$ cat src/exec_pkg.sv
`default_nettype none

package exec_pkg;

    localparam int XLEN         = 32;
    localparam int ALU_OP_W     = 4;
    localparam int BR_KIND_W    = 4;   // Nine branch kinds, so 3 bits are not enough
    localparam int FWD_SEL_W    = 2;
    localparam int SHAMT_W      = 5;   // Shift amount taken from op_b
    localparam int MEMWB_CTRL_W = 12;  // Memory and write-back control bits

    // ALU operations
    typedef enum logic [ALU_OP_W-1:0] {
        ADD    = 4'd0,
        SUB    = 4'd1,   // Also used for conditional branches
        AND    = 4'd2,
        OR     = 4'd3,
        XOR    = 4'd4,
        SLL    = 4'd5,
        SRL    = 4'd6,
        SRA    = 4'd7,
        SLT    = 4'd8,
        SLTU   = 4'd9,
        PASS_B = 4'd10   // LUI
    } alu_op_t;

    // Branch kinds
    typedef enum logic [BR_KIND_W-1:0] {
        NONE     = 4'd0,
        BEQ      = 4'd1,
        BNE      = 4'd2,
        BLT      = 4'd3,
        BGE      = 4'd4,
        BLTU     = 4'd5,
        BGEU     = 4'd6,
        JUMP_REL = 4'd7,  // JAL
        JUMP_REG = 4'd8   // JALR
    } br_kind_t;

    // Forwarding select, the last code aliases the memory stage
    typedef enum logic [FWD_SEL_W-1:0] {
        DECODE    = 2'd0,
        FROM_MEM  = 2'd1,
        FROM_WB   = 2'd2,
        FROM_MEM2 = 2'd3
    } fwd_sel_t;

endpackage

`default_nettype wire

$ cat src/exec_bus_if.sv
`default_nettype none

interface exec_bus_if;
    import exec_pkg::*;

    logic [XLEN-1:0] op_a;        // Forwarded operand A
    logic [XLEN-1:0] op_b;        // Forwarded operand B
    logic [XLEN-1:0] store_data;  // Forwarded store data
    logic [XLEN-1:0] result;      // ALU result
    logic            zero;
    logic            lt_signed;
    logic            lt_unsigned;

    modport operand_forward (output op_a, output op_b, output store_data);

    modport alu (
        input  op_a, input op_b,
        output result, output zero, output lt_signed, output lt_unsigned
    );

    modport branch (input result, input zero, input lt_signed, input lt_unsigned);

    modport retire (input result, input store_data);

endinterface

`default_nettype wire

$ cat src/alu_shifter.sv
`default_nettype none

module alu_shifter (
    input  exec_pkg::alu_op_t alu_op_i,
    exec_bus_if.alu           bus
);
    import exec_pkg::*;

    logic [XLEN:0]      diff_ext;  // Top bit is the borrow
    logic [XLEN-1:0]    diff;
    logic               overflow;
    logic               lt_s;
    logic               lt_u;
    logic [SHAMT_W-1:0] shamt;
    logic [XLEN-1:0]    result;

    // Comparison path, independent of the selected operation
    assign diff_ext = {1'b0, bus.op_a} - {1'b0, bus.op_b};
    assign diff     = diff_ext[XLEN-1:0];

    // Signed overflow when operand signs differ and result sign flips from A
    assign overflow = (bus.op_a[XLEN-1] ^ bus.op_b[XLEN-1])
                    & (diff[XLEN-1] ^ bus.op_a[XLEN-1]);

    assign lt_s  = diff[XLEN-1] ^ overflow;
    assign lt_u  = diff_ext[XLEN];
    assign shamt = bus.op_b[SHAMT_W-1:0];

    always_comb begin
        case (alu_op_i)
            ADD:     result = bus.op_a + bus.op_b;
            SUB:     result = diff;
            AND:     result = bus.op_a & bus.op_b;
            OR:      result = bus.op_a | bus.op_b;
            XOR:     result = bus.op_a ^ bus.op_b;
            SLL:     result = bus.op_a << shamt;
            SRL:     result = bus.op_a >> shamt;
            SRA:     result = $signed(bus.op_a) >>> shamt;  // Sign fill
            SLT:     result = {{(XLEN-1){1'b0}}, lt_s};
            SLTU:    result = {{(XLEN-1){1'b0}}, lt_u};
            PASS_B:  result = bus.op_b;  // LUI
            default: result = '0;
        endcase
    end

    assign bus.result = result;

    // Flags describe op_a against op_b
    assign bus.zero        = (diff == '0);
    assign bus.lt_signed   = lt_s;
    assign bus.lt_unsigned = lt_u;

endmodule

`default_nettype wire

$ cat src/branch_resolve.sv
`default_nettype none

module branch_resolve (
    input  exec_pkg::br_kind_t               br_kind_i,
    input  logic                             predicted_taken_i,
    input  logic [exec_pkg::XLEN-1:0]        pc_plus_i,
    input  logic [exec_pkg::XLEN-1:0]        branch_target_i,
    exec_bus_if.branch                       bus,
    output logic                             mispredict_o,
    output logic [exec_pkg::XLEN-1:0]        correct_pc_o
);
    import exec_pkg::*;

    logic taken;     // Actual outcome
    logic is_jalr;

    always_comb begin
        case (br_kind_i)
            BEQ:      taken = bus.zero;
            BNE:      taken = !bus.zero;
            BLT:      taken = bus.lt_signed;
            BGE:      taken = !bus.lt_signed;
            BLTU:     taken = bus.lt_unsigned;
            BGEU:     taken = !bus.lt_unsigned;
            JUMP_REL: taken = 1'b1;
            JUMP_REG: taken = 1'b1;
            default:  taken = 1'b0;  // NONE
        endcase
    end

    assign is_jalr = (br_kind_i == JUMP_REG);

    // Fetch never knows a register target, so JALR always redirects
    assign mispredict_o = (taken ^ predicted_taken_i) | (is_jalr & taken);

    always_comb begin
        if (is_jalr) begin
            correct_pc_o = {bus.result[XLEN-1:1], 1'b0};
        end else if (taken) begin
            correct_pc_o = branch_target_i;
        end else begin
            correct_pc_o = pc_plus_i;  // Fall through
        end
    end

endmodule

`default_nettype wire

$ cat src/ex_mem_reg.sv
`default_nettype none

module ex_mem_reg (
    input  logic                                  clk,
    input  logic                                  reset,
    input  logic                                  link_i,
    input  logic [exec_pkg::XLEN-1:0]             pc_plus_i,
    input  logic [exec_pkg::MEMWB_CTRL_W-1:0]     memwb_ctrl_i,
    exec_bus_if.retire                            bus,
    output logic [exec_pkg::XLEN-1:0]             result_o,
    output logic [exec_pkg::XLEN-1:0]             store_data_o,
    output logic [exec_pkg::MEMWB_CTRL_W-1:0]     memwb_ctrl_o
);
    import exec_pkg::*;

    logic [XLEN-1:0] retire_value;

    // JAL and JALR write the return address
    assign retire_value = link_i ? pc_plus_i : bus.result;

    // EX/MEM pipeline register
    always_ff @(posedge clk or negedge reset) begin
        if (!reset) begin
            result_o     <= '0;
            store_data_o <= '0;
            memwb_ctrl_o <= '0;  // No memory access, no write-back
        end else begin
            result_o     <= retire_value;
            store_data_o <= bus.store_data;
            memwb_ctrl_o <= memwb_ctrl_i;
        end
    end

endmodule

`default_nettype wire

$ cat src/execute_stage.sv
`default_nettype none

module execute_stage (
    input  logic                              clk,
    input  logic                              reset,
    input  logic [exec_pkg::XLEN-1:0]         op_a_i,
    input  logic [exec_pkg::XLEN-1:0]         op_b_i,
    input  logic [exec_pkg::XLEN-1:0]         store_data_i,
    input  logic [exec_pkg::XLEN-1:0]         pc_plus_i,
    input  logic [exec_pkg::XLEN-1:0]         branch_target_i,
    input  logic [exec_pkg::XLEN-1:0]         mem_fwd_i,
    input  logic [exec_pkg::XLEN-1:0]         wb_fwd_i,
    input  exec_pkg::fwd_sel_t                fwd_a_sel_i,
    input  exec_pkg::fwd_sel_t                fwd_b_sel_i,
    input  exec_pkg::fwd_sel_t                fwd_st_sel_i,
    input  exec_pkg::alu_op_t                 alu_op_i,
    input  exec_pkg::br_kind_t                br_kind_i,
    input  logic                              link_i,
    input  logic                              predicted_taken_i,
    input  logic [exec_pkg::MEMWB_CTRL_W-1:0] memwb_ctrl_i,
    output logic [exec_pkg::XLEN-1:0]         result_o,
    output logic [exec_pkg::XLEN-1:0]         store_data_o,
    output logic [exec_pkg::MEMWB_CTRL_W-1:0] memwb_ctrl_o,
    output logic                              mispredict_o,
    output logic [exec_pkg::XLEN-1:0]         correct_pc_o
);

    exec_bus_if bus ();  // Operands and ALU outputs

    operand_forward u_fwd (
        .fwd_a_sel_i  (fwd_a_sel_i),
        .fwd_b_sel_i  (fwd_b_sel_i),
        .fwd_st_sel_i (fwd_st_sel_i),
        .op_a_i       (op_a_i),
        .op_b_i       (op_b_i),
        .store_data_i (store_data_i),
        .mem_fwd_i    (mem_fwd_i),
        .wb_fwd_i     (wb_fwd_i),
        .bus          (bus.operand_forward)
    );

    alu_shifter u_alu (
        .alu_op_i (alu_op_i),
        .bus      (bus.alu)
    );

    // Same-cycle redirect for fetch
    branch_resolve u_branch (
        .br_kind_i         (br_kind_i),
        .predicted_taken_i (predicted_taken_i),
        .pc_plus_i         (pc_plus_i),
        .branch_target_i   (branch_target_i),
        .bus               (bus.branch),
        .mispredict_o      (mispredict_o),
        .correct_pc_o      (correct_pc_o)
    );

    ex_mem_reg u_ex_mem (
        .clk          (clk),
        .reset        (reset),
        .link_i       (link_i),
        .pc_plus_i    (pc_plus_i),
        .memwb_ctrl_i (memwb_ctrl_i),
        .bus          (bus.retire),
        .result_o     (result_o),
        .store_data_o (store_data_o),
        .memwb_ctrl_o (memwb_ctrl_o)
    );

endmodule

`default_nettype wire

$ cat src/operand_forward.sv
`default_nettype none

module operand_forward (
    input  exec_pkg::fwd_sel_t               fwd_a_sel_i,
    input  exec_pkg::fwd_sel_t               fwd_b_sel_i,
    input  exec_pkg::fwd_sel_t               fwd_st_sel_i,
    input  logic [exec_pkg::XLEN-1:0]        op_a_i,
    input  logic [exec_pkg::XLEN-1:0]        op_b_i,
    input  logic [exec_pkg::XLEN-1:0]        store_data_i,
    input  logic [exec_pkg::XLEN-1:0]        mem_fwd_i,
    input  logic [exec_pkg::XLEN-1:0]        wb_fwd_i,
    exec_bus_if.operand_forward              bus
);
    import exec_pkg::*;

    // One selector, used for all three values
    function automatic logic [XLEN-1:0] pick(
        input fwd_sel_t        sel,
        input logic [XLEN-1:0] dec_val,
        input logic [XLEN-1:0] mem_val,
        input logic [XLEN-1:0] wb_val
    );
        logic [XLEN-1:0] val;
        case (sel)
            DECODE:  val = dec_val;
            FROM_WB: val = wb_val;
            default: val = mem_val;  // Younger result wins on both mem codes
        endcase
        return val;
    endfunction

    assign bus.op_a       = pick(fwd_a_sel_i,  op_a_i,       mem_fwd_i, wb_fwd_i);
    assign bus.op_b       = pick(fwd_b_sel_i,  op_b_i,       mem_fwd_i, wb_fwd_i);
    assign bus.store_data = pick(fwd_st_sel_i, store_data_i, mem_fwd_i, wb_fwd_i);

endmodule

`default_nettype wire
$ cat config.mk
export PLATFORM = sky130hd
export DESIGN_NAME = execute_stage
export DESIGN_NICKNAME = d
export VERILOG_FILES = /design/src/exec_pkg.sv /design/src/exec_bus_if.sv /design/src/alu_shifter.sv /design/src/branch_resolve.sv /design/src/ex_mem_reg.sv /design/src/execute_stage.sv /design/src/operand_forward.sv
export SDC_FILE = /design/constraint.sdc
export NUM_CORES = 1
export LEC_CHECK = 0
export CORE_MARGIN = 1.5
export CORE_UTILIZATION = 45
export DETAILED_ROUTE_END_ITERATION = 8
export DONT_BUFFER_PORTS = 1
export PLACE_DENSITY_LB_ADDON = 0.12
export REMOVE_ABC_BUFFERS = 1
export SETUP_SLACK_MARGIN = 0.15
export SLEW_MARGIN = 20
export SYNTH_ARGS = -nofsm -noshare
export SYNTH_HDL_FRONTEND = slang
export SYNTH_HIERARCHICAL = 1
export SYNTH_SLANG_ARGS = --single-unit
export TNS_END_PERCENT = 1
$ cat constraint.sdc
create_clock -name clk -period 8.2 [get_ports clk]
set_input_delay 0.82 -clock clk [delete_from_list [all_inputs] [get_ports clk]]
set_output_delay 0.82 -clock clk [all_outputs]
set_load 0.02 [all_outputs]
==> results of run 1 <==
## worst paths after layout
path,startpoint,end,slack (ps)
max,fwd_b_sel_i[1],correct_pc_o[31],110
min,reset,u_ex_mem/store_data_o[31],120
max in group asynchronous,reset,u_ex_mem/memwb_ctrl_o[2],7950
min in group clk,memwb_ctrl_i[7],u_ex_mem/memwb_ctrl_o[7],470
## kinds of logic after synthesis
group,Yosys count,share of synthesized area (%)
flip-flops,76,13.13
buffers and inverters,253,8.809
AND/OR/NAND/NOR,606,18.90
XOR/XNOR,26,1.572
multiplexers,218,17.58
AO/OA/AOI/OAI,664,31.22
adder cells (fa/ha/maj),100,8.792
## metal layers
layer	global-route usage, %	share of wire (%)	wire (um)
met4	13.36	3.3	2147
met5	0	0	0
met1	52.17	42	27940
met3	7.484	9.9	6528
met2	61.09	44	29270
## through the flow
stage                     TNS [ps]  cells
after floorplan            -243390   1788
after global placement       -5966   2354
after detailed placement    -10730   2354
after CTS                        0   2378
after global routing         -7406   2379
final                            0   2379
## repair_timing
item | CTS | global route
cloned | 1 | 0
gates resized for setup | 26 | 5
setup endpoints to repair | 33 | 33
pin swaps | 54 | 6
setup buffers | 7 | 0
## cells in the mapped netlist, types with 15 or more instances
cell type	instances
sky130_fd_sc_hd__nand2_1	231
sky130_fd_sc_hd__nor2_1	187
sky130_fd_sc_hd__mux2i_1	151
sky130_fd_sc_hd__o21ai_0	132
sky130_fd_sc_hd__a21oi_1	124
sky130_fd_sc_hd__ha_1	97
sky130_fd_sc_hd__inv_1	94
sky130_fd_sc_hd__o21ai_1	90
sky130_fd_sc_hd__dfrtp_1	76
sky130_fd_sc_hd__clkbuf_1	70
sky130_fd_sc_hd__buf_2	47
sky130_fd_sc_hd__a221o_1	42
sky130_fd_sc_hd__and2_1	34
sky130_fd_sc_hd__mux2_4	30
sky130_fd_sc_hd__nor3_1	30
sky130_fd_sc_hd__o211ai_1	27
sky130_fd_sc_hd__a211oi_1	26
sky130_fd_sc_hd__a221oi_1	23
sky130_fd_sc_hd__o22ai_1	23
sky130_fd_sc_hd__xnor2_1	23
sky130_fd_sc_hd__mux2_2	22
sky130_fd_sc_hd__nand2b_1	22
sky130_fd_sc_hd__nand3_1	21
sky130_fd_sc_hd__a22oi_1	19
sky130_fd_sc_hd__o21bai_1	17
sky130_fd_sc_hd__buf_1	16
sky130_fd_sc_hd__mux4_2	15
sky130_fd_sc_hd__o2111ai_1	15
## power breakdown
| group | switching, uW | total, uW | internal (uW) | leakage (uW) |
|---|---|---|---|---|
| Clock | 210 | 421 | 211 | 0.000139 |
| Combinational | 941 | 1530 | 587 | 0.00597 |
| Sequential | 74.0 | 490 | 416 | 0.000909 |
## state kept, by name, indices dropped and copies added (netlist names)
register / cells
u_ex_mem/result_o: 32
u_ex_mem/store_data_o: 32
u_ex_mem/memwb_ctrl_o: 12
## final cells by class
cell class	instances	area, sq um
Fill cell	3220	15650
Multi-Input combinational cell	1614	11550
Sequential cell	76	1902
Timing Repair Buffer	172	1369
Tap cell	402	503.0
Inverter	98	374.1
Clock buffer	9	225.2
Clock inverter	7	58.81
Antenna cell	1	2.502
## layout by cell type (no fill, tap or decap), types with 42 or more instances in the layout
cell type,count
sky130_fd_sc_hd__ha_1,96
sky130_fd_sc_hd__dfrtp_1,76
sky130_fd_sc_hd__nor2_1,184
sky130_fd_sc_hd__buf_4,165
sky130_fd_sc_hd__o21ai_0,130
sky130_fd_sc_hd__inv_1,92
sky130_fd_sc_hd__a221o_1,42
sky130_fd_sc_hd__mux2i_1,147
sky130_fd_sc_hd__nand2_1,231
sky130_fd_sc_hd__a21oi_1,124
sky130_fd_sc_hd__o21ai_1,84
==> results summary, run 1 <==
In this run, synthesis inferred 0 flip-flops with an integrated enable. The maximum operating frequency is 0.1236 GHz. The hold buffer count at CTS is 0.

The worst-path maximum fanout came out at 32. The iteration count of the initial detailed-routing pass came out at 7. In this run the vertical extent of the chip is 182.4 um. The worst hold-check slack is 115.5 ps. At the worst endpoint, the required time is 7380 ps.

TritonCTS built the clock tree. The clock sink total came out at 76. At the pin with the least slew margin, the transition time is 1005 ps. The final-report max-slew violation count was 0. Once the floorplan was initialized, standard cells occupied 45.79% of the core. The die covers 33,280 sq um. The number of remaining DRC errors is 0. The arrival time at the worst endpoint is 7270 ps. The completed layout was analyzed and its total power is 2438 uW. Cells fill 50.53% of the core in the end. The worst setup path is launched from a primary input. For this run, the leading register cell type out of synthesis is sky130_fd_sc_hd__dfrtp_1. The share of Yosys cell area claimed by the top area cell type came out at 13.13%. The worst slew slack as a fraction of its limit is 32.42%. Yosys mapped the design onto 99 distinct sky130hd cell types. The worst-case clock buffer depth came out at 2. For this design the static power due to leakage is 0.007020 uW. The number of input and output port buffers inserted is 0. The post-DP HPWL is 51,040 um. The proportion of synthesized flip-flops having asynchronous set or reset is 100.0%. With fillers left out, the area of the finished cells amounts to 15,990 sq um.

The first-pass GRT wire length is 95,960 um. The final critical-path share of the clock period came out at 98.70%. The H-tree level count is 3. The warning count from the yosys run is 6. The detailed-route wire length per cell came out at 27.69 um.

Across the VDD grid, the largest voltage drop is 0.1033 mV. The type of element capturing the critical path is a primary output. The flow ran to the end, and the final reports show no timing, DRC or antenna violations.

Counting the buffers created by CTS gives 9. The vias per cell came out at 6.703. The maximum single-stage delay on the critical path came out at 560 ps. Global routing finished with a remaining overflow of 0.

The critical path is of the primary input to primary output type. Setup violations remaining at the end of the flow were counted as 0. The number of nets in the finished design came out at 2,325. Measured along the x axis, the die boundary spans 182.4 um.

Counting stages on the worst path, the most repeated cell is sky130_fd_sc_hd__buf_4. The I/O pin count came out at 363. The initial antenna violation count is 2. By area the synthesized netlist is led by sky130_fd_sc_hd__dfrtp_1, sky130_fd_sc_hd__mux2i_1, sky130_fd_sc_hd__ha_1.

In this run the cell area measured after placement is 15,460 sq um. The number of endpoints with negative hold slack in the final report is 0. The number of buffers and inverters on the critical path came out at 6.

Summed over all instances, the cell type with the most area after synthesis is sky130_fd_sc_hd__dfrtp_1. The maximum number of pins on one net before global-route repair is 77. The post-synthesis cell count is 1,943. The portion of the post-synthesis area used by sequential elements came out at 13.13%.

Summing over every cut layer, the via total after detailed routing is 15,950. In this run the standard cell core region covers 31,640 sq um. The kind of cell with the highest combined delay on the critical path is compound AO/OA/AOI/OAI gates. Subtracting the final worst setup slack from the clock period gives 8094 ps. The cell area after technology mapping came out at 14,490 sq um. The share of post-route cells with drive strength above 1 came out at 16.70%. The number of DRC markers in iteration 0 came out at 1,821. Routability-driven placement finished with a final weighted congestion of 0.9937. The synthesized area per cell came out at 7.456 sq um. In this run the remaining antenna-violating nets after routing total 0. Setup slack on the critical path of the routed design comes to 106.2 ps. The post-placement setup slack came out at -357.5 ps.

The relative area change from synthesis to final layout came out at 10.35%. The via count of the first global-routing pass is 14,820. The cell at the root of the clock tree is sky130_fd_sc_hd__clkbuf_16. The type of the worst min-delay path is primary input to asynchronous set/reset pin. The clock edge transition at the registers on the reported setup and hold paths came out at 90 ps. The power density over the cells came out at 152.5 nW/um^2.

The number of cell rows came out at 65. The overall track demand over capacity in global routing is 38.55%. Setup repair after global routing could not meet its margin everywhere. The logic depth of the worst setup path including buffers is 34. Among all stages on the critical path, the largest delay is contributed by sky130_fd_sc_hd__fa_1. The total routed wirelength is 65,880 um. Max-cap violations in this run came to 0. The post-synthesis register bit count came out at 76.
Note: power is estimated with default switching activity, not from simulation.
==> run 2, diff against run 1 <==
--- a/config.mk
+++ b/config.mk
@@ -9,7 +9,6 @@
 export CORE_UTILIZATION = 45
 export DETAILED_ROUTE_END_ITERATION = 8
 export DONT_BUFFER_PORTS = 1
-export PLACE_DENSITY_LB_ADDON = 0.12
 export REMOVE_ABC_BUFFERS = 1
 export SETUP_SLACK_MARGIN = 0.15
 export SLEW_MARGIN = 20
==> results summary, run 2 (same netlist as run 1, synthesis figures left out) <==
The global routing met1 resource utilization is 51.32% (-0.86 points). Setup repair after global routing could not meet its margin everywhere. The number of cell rows came out at 65 (unchanged).

The placeable core area is 31,640 sq um (unchanged). The initial antenna violation count is 2 (unchanged). The run finished, with violations left. The critical setup path kind is primary input to primary output. The arrival time at the worst endpoint came out at 7410 ps (+140 ps).

The detailed-route wire length per cell is 26.87 um (-3.0%). The cell with the largest stage delay on the worst path is sky130_fd_sc_hd__o311a_1. The maximum operating frequency is 0.1215 GHz (-1.6%). Clock tree synthesis selected as its root buffer the cell sky130_fd_sc_hd__clkbuf_16. In this design, the critical path's most frequently occurring cell is sky130_fd_sc_hd__buf_4. The H-tree level count came out at 3 (unchanged). The number of remaining DRC errors is 0 (unchanged). The remaining number of nets flagged by the antenna check after routing came to 0 (unchanged). The starting utilization of the core area is 45.79% (unchanged). The final critical-path share of the clock period was 100.3% (+1.6 points). The relative area change from synthesis to final layout is 12.16%. The post-placement setup slack came out at -408.7 ps (-51.26 ps). The maximum single-stage delay on the critical path is 420 ps (-140 ps). The worst slew slack as a fraction of its limit is 32.39% (about the same). The via count of the first global-routing pass is 15,090 (+1.8%). The area of the die came out at 33,280 sq um (unchanged).

The area after detailed placement is 15,500 sq um (+0.32%). The number of nets in the finished design is 2,352 (+1.2%). Leaving out fill and tap cells, the most frequent cell in the layout is sky130_fd_sc_hd__nand2_1.

The number of buffers and inverters on the critical path came out at 22 (+16). The data required time at the worst endpoint was 7380 ps (about the same). The largest voltage drop on the vdd net is 0.1145 mV (+11%).

In the final layout, the registers with the most flip-flops are u_ex_mem/result_o: 32 flops, u_ex_mem/store_data_o: 32 flops, u_ex_mem/memwb_ctrl_o: 12 flops. The cell area after layout was 16,250 sq um (+1.6%). The maximum number of pins on one net before global-route repair came out at 81 (+5.2%).

The post-DP HPWL came out at 49,040 um (-3.9%). The vias per cell is 6.715 (+0.18%). The number of endpoints with negative hold slack in the final report came out at 0 (unchanged). The worst setup path is launched from a primary input. The met3 layer usage reported by global route is 8.701% (+1.2 points). The I/O pin count is 363 (unchanged). The final-report max-slew violation count came out at 0 (unchanged).

The iteration count of the initial detailed-routing pass is 6 (-1). The worst hold-check slack came out at 112.3 ps (-3.205 ps). The final reports fail on setup timing. The number of DRC markers in iteration 0 came to 1,911 (+4.9%).

The pin slew with the least headroom to its limit came out at 1004 ps (-1.564 ps). The layer flagged by global routing as most heavily used is met2. The clock edge transition at the registers on the reported setup and hold paths came out at 80 ps (about the same).

The clock tree from TritonCTS is yes. The slack of the critical path was -28.12 ps (-134.4 ps). The leakage power is 0.007156 uW (+1.9%). STA classifies the critical path endpoint as a primary output.

The kind of cell with the highest combined delay on the critical path is buffers and inverters. The fill cell instance count of the final layout is 3,200 (-0.62%). The share of post-route cells with drive strength above 1 is 18.32% (+1.6 points). The worst-case clock buffer depth was 2 (unchanged). The number of setup violations in the final report was 22 (+22). The overall track demand over capacity in global routing is 37.86% (-0.69 points).

The via count came out at 16,170 (+1.4%). The overall power is 2474 uW (+1.5%). The power density over the cells came out at 152.2 nW/um^2 (-0.18%).

Leaving out fill and tap cells, the most frequent cells in the layout are sky130_fd_sc_hd__nand2_1, sky130_fd_sc_hd__buf_4, sky130_fd_sc_hd__nor2_1. The worst-path maximum fanout came out at 32 (unchanged). The total routed wirelength came out at 64,710 um (-1.8%). The total CTS buffers is 9 (unchanged). The first-pass GRT wire length came out at 94,770 um (-1.2%). The overall die width is 182.4 um (unchanged). The reported max-cap violation count came to 0 (unchanged). The met2 demand-to-capacity share in global routing is 59.49% (-1.6 points). The total global routing overflow is 0 (unchanged). The final weighted congestion of routability-driven global placement is 1.019 (+2.5%). The overall die height is 182.4 um (unchanged). The number of input and output port buffers inserted is 0 (unchanged). The clock sink total is 76 (unchanged).

The final total negative setup slack is -352.8 ps (-352.8 ps). The logic depth of the worst setup path including buffers was 39 (+15%). The shortest clock period the worst path allows after layout is 8228 ps (+134.4 ps). The path class of the tightest hold or removal check is primary input to asynchronous set/reset pin.
==> run 2: per-stage QoR <==
stage | util, % | cells
floorplan | - | 1788
global placement | 49.01 | 2360
detailed placement | 49.01 | 2360
CTS | 51.02 | 2400
global route | 51.35 | 2406
finish | 51.36 | 2408
==> run 2: worst paths after layout <==
check                                start                        end  slack [ps]
max in group asynchronous            reset      u_ex_mem/result_o[24]        7930
setup / recovery            fwd_a_sel_i[1]           correct_pc_o[10]         -30
hold / removal                       reset  u_ex_mem/store_data_o[13]         110
min in group clk           memwb_ctrl_i[0]   u_ex_mem/memwb_ctrl_o[0]         470
==> run 2: per-layer routing <==
layer	part of all wire [%]	wire length [um]	up-vias
li1	-	-	7253
met1	42	27340	7801
met2	44	28540	999
met3	11	7031	117
met4	2.8	1802	0
met5	0	0	-
==> run 2: power breakdown <==
part,total [uW],internal [uW],switching (uW)
Combinational,1560,610,947
Clock,431,217,214
Sequential,486,416,69.7
Total,2470,1240,1230
==> run 2: area by class of cell <==
class | instances | area, sq um | share of cell area [%]
clock inverters | 7 | 76.32 | 0.4697
multi-input cells | 1614 | 11590 | 71.33
flip-flops and latches | 76 | 1902 | 11.70
diodes | 3 | 7.507 | 0.04620
clock buffers | 9 | 225.2 | 1.386
inverters | 98 | 374.1 | 2.302
well taps | 402 | 503.0 | 3.095
repair buffers | 199 | 1572 | 9.671
==> run 2: timing repair <==
action / 4_1_cts / 5_1_grt
cloned: 1 / 0
pin swaps: 36 / 46
hold buffers: 0 / 0
setup buffers: 23 / 5
setup endpoints to repair: 33 / 33
resized for setup: 27 / 11
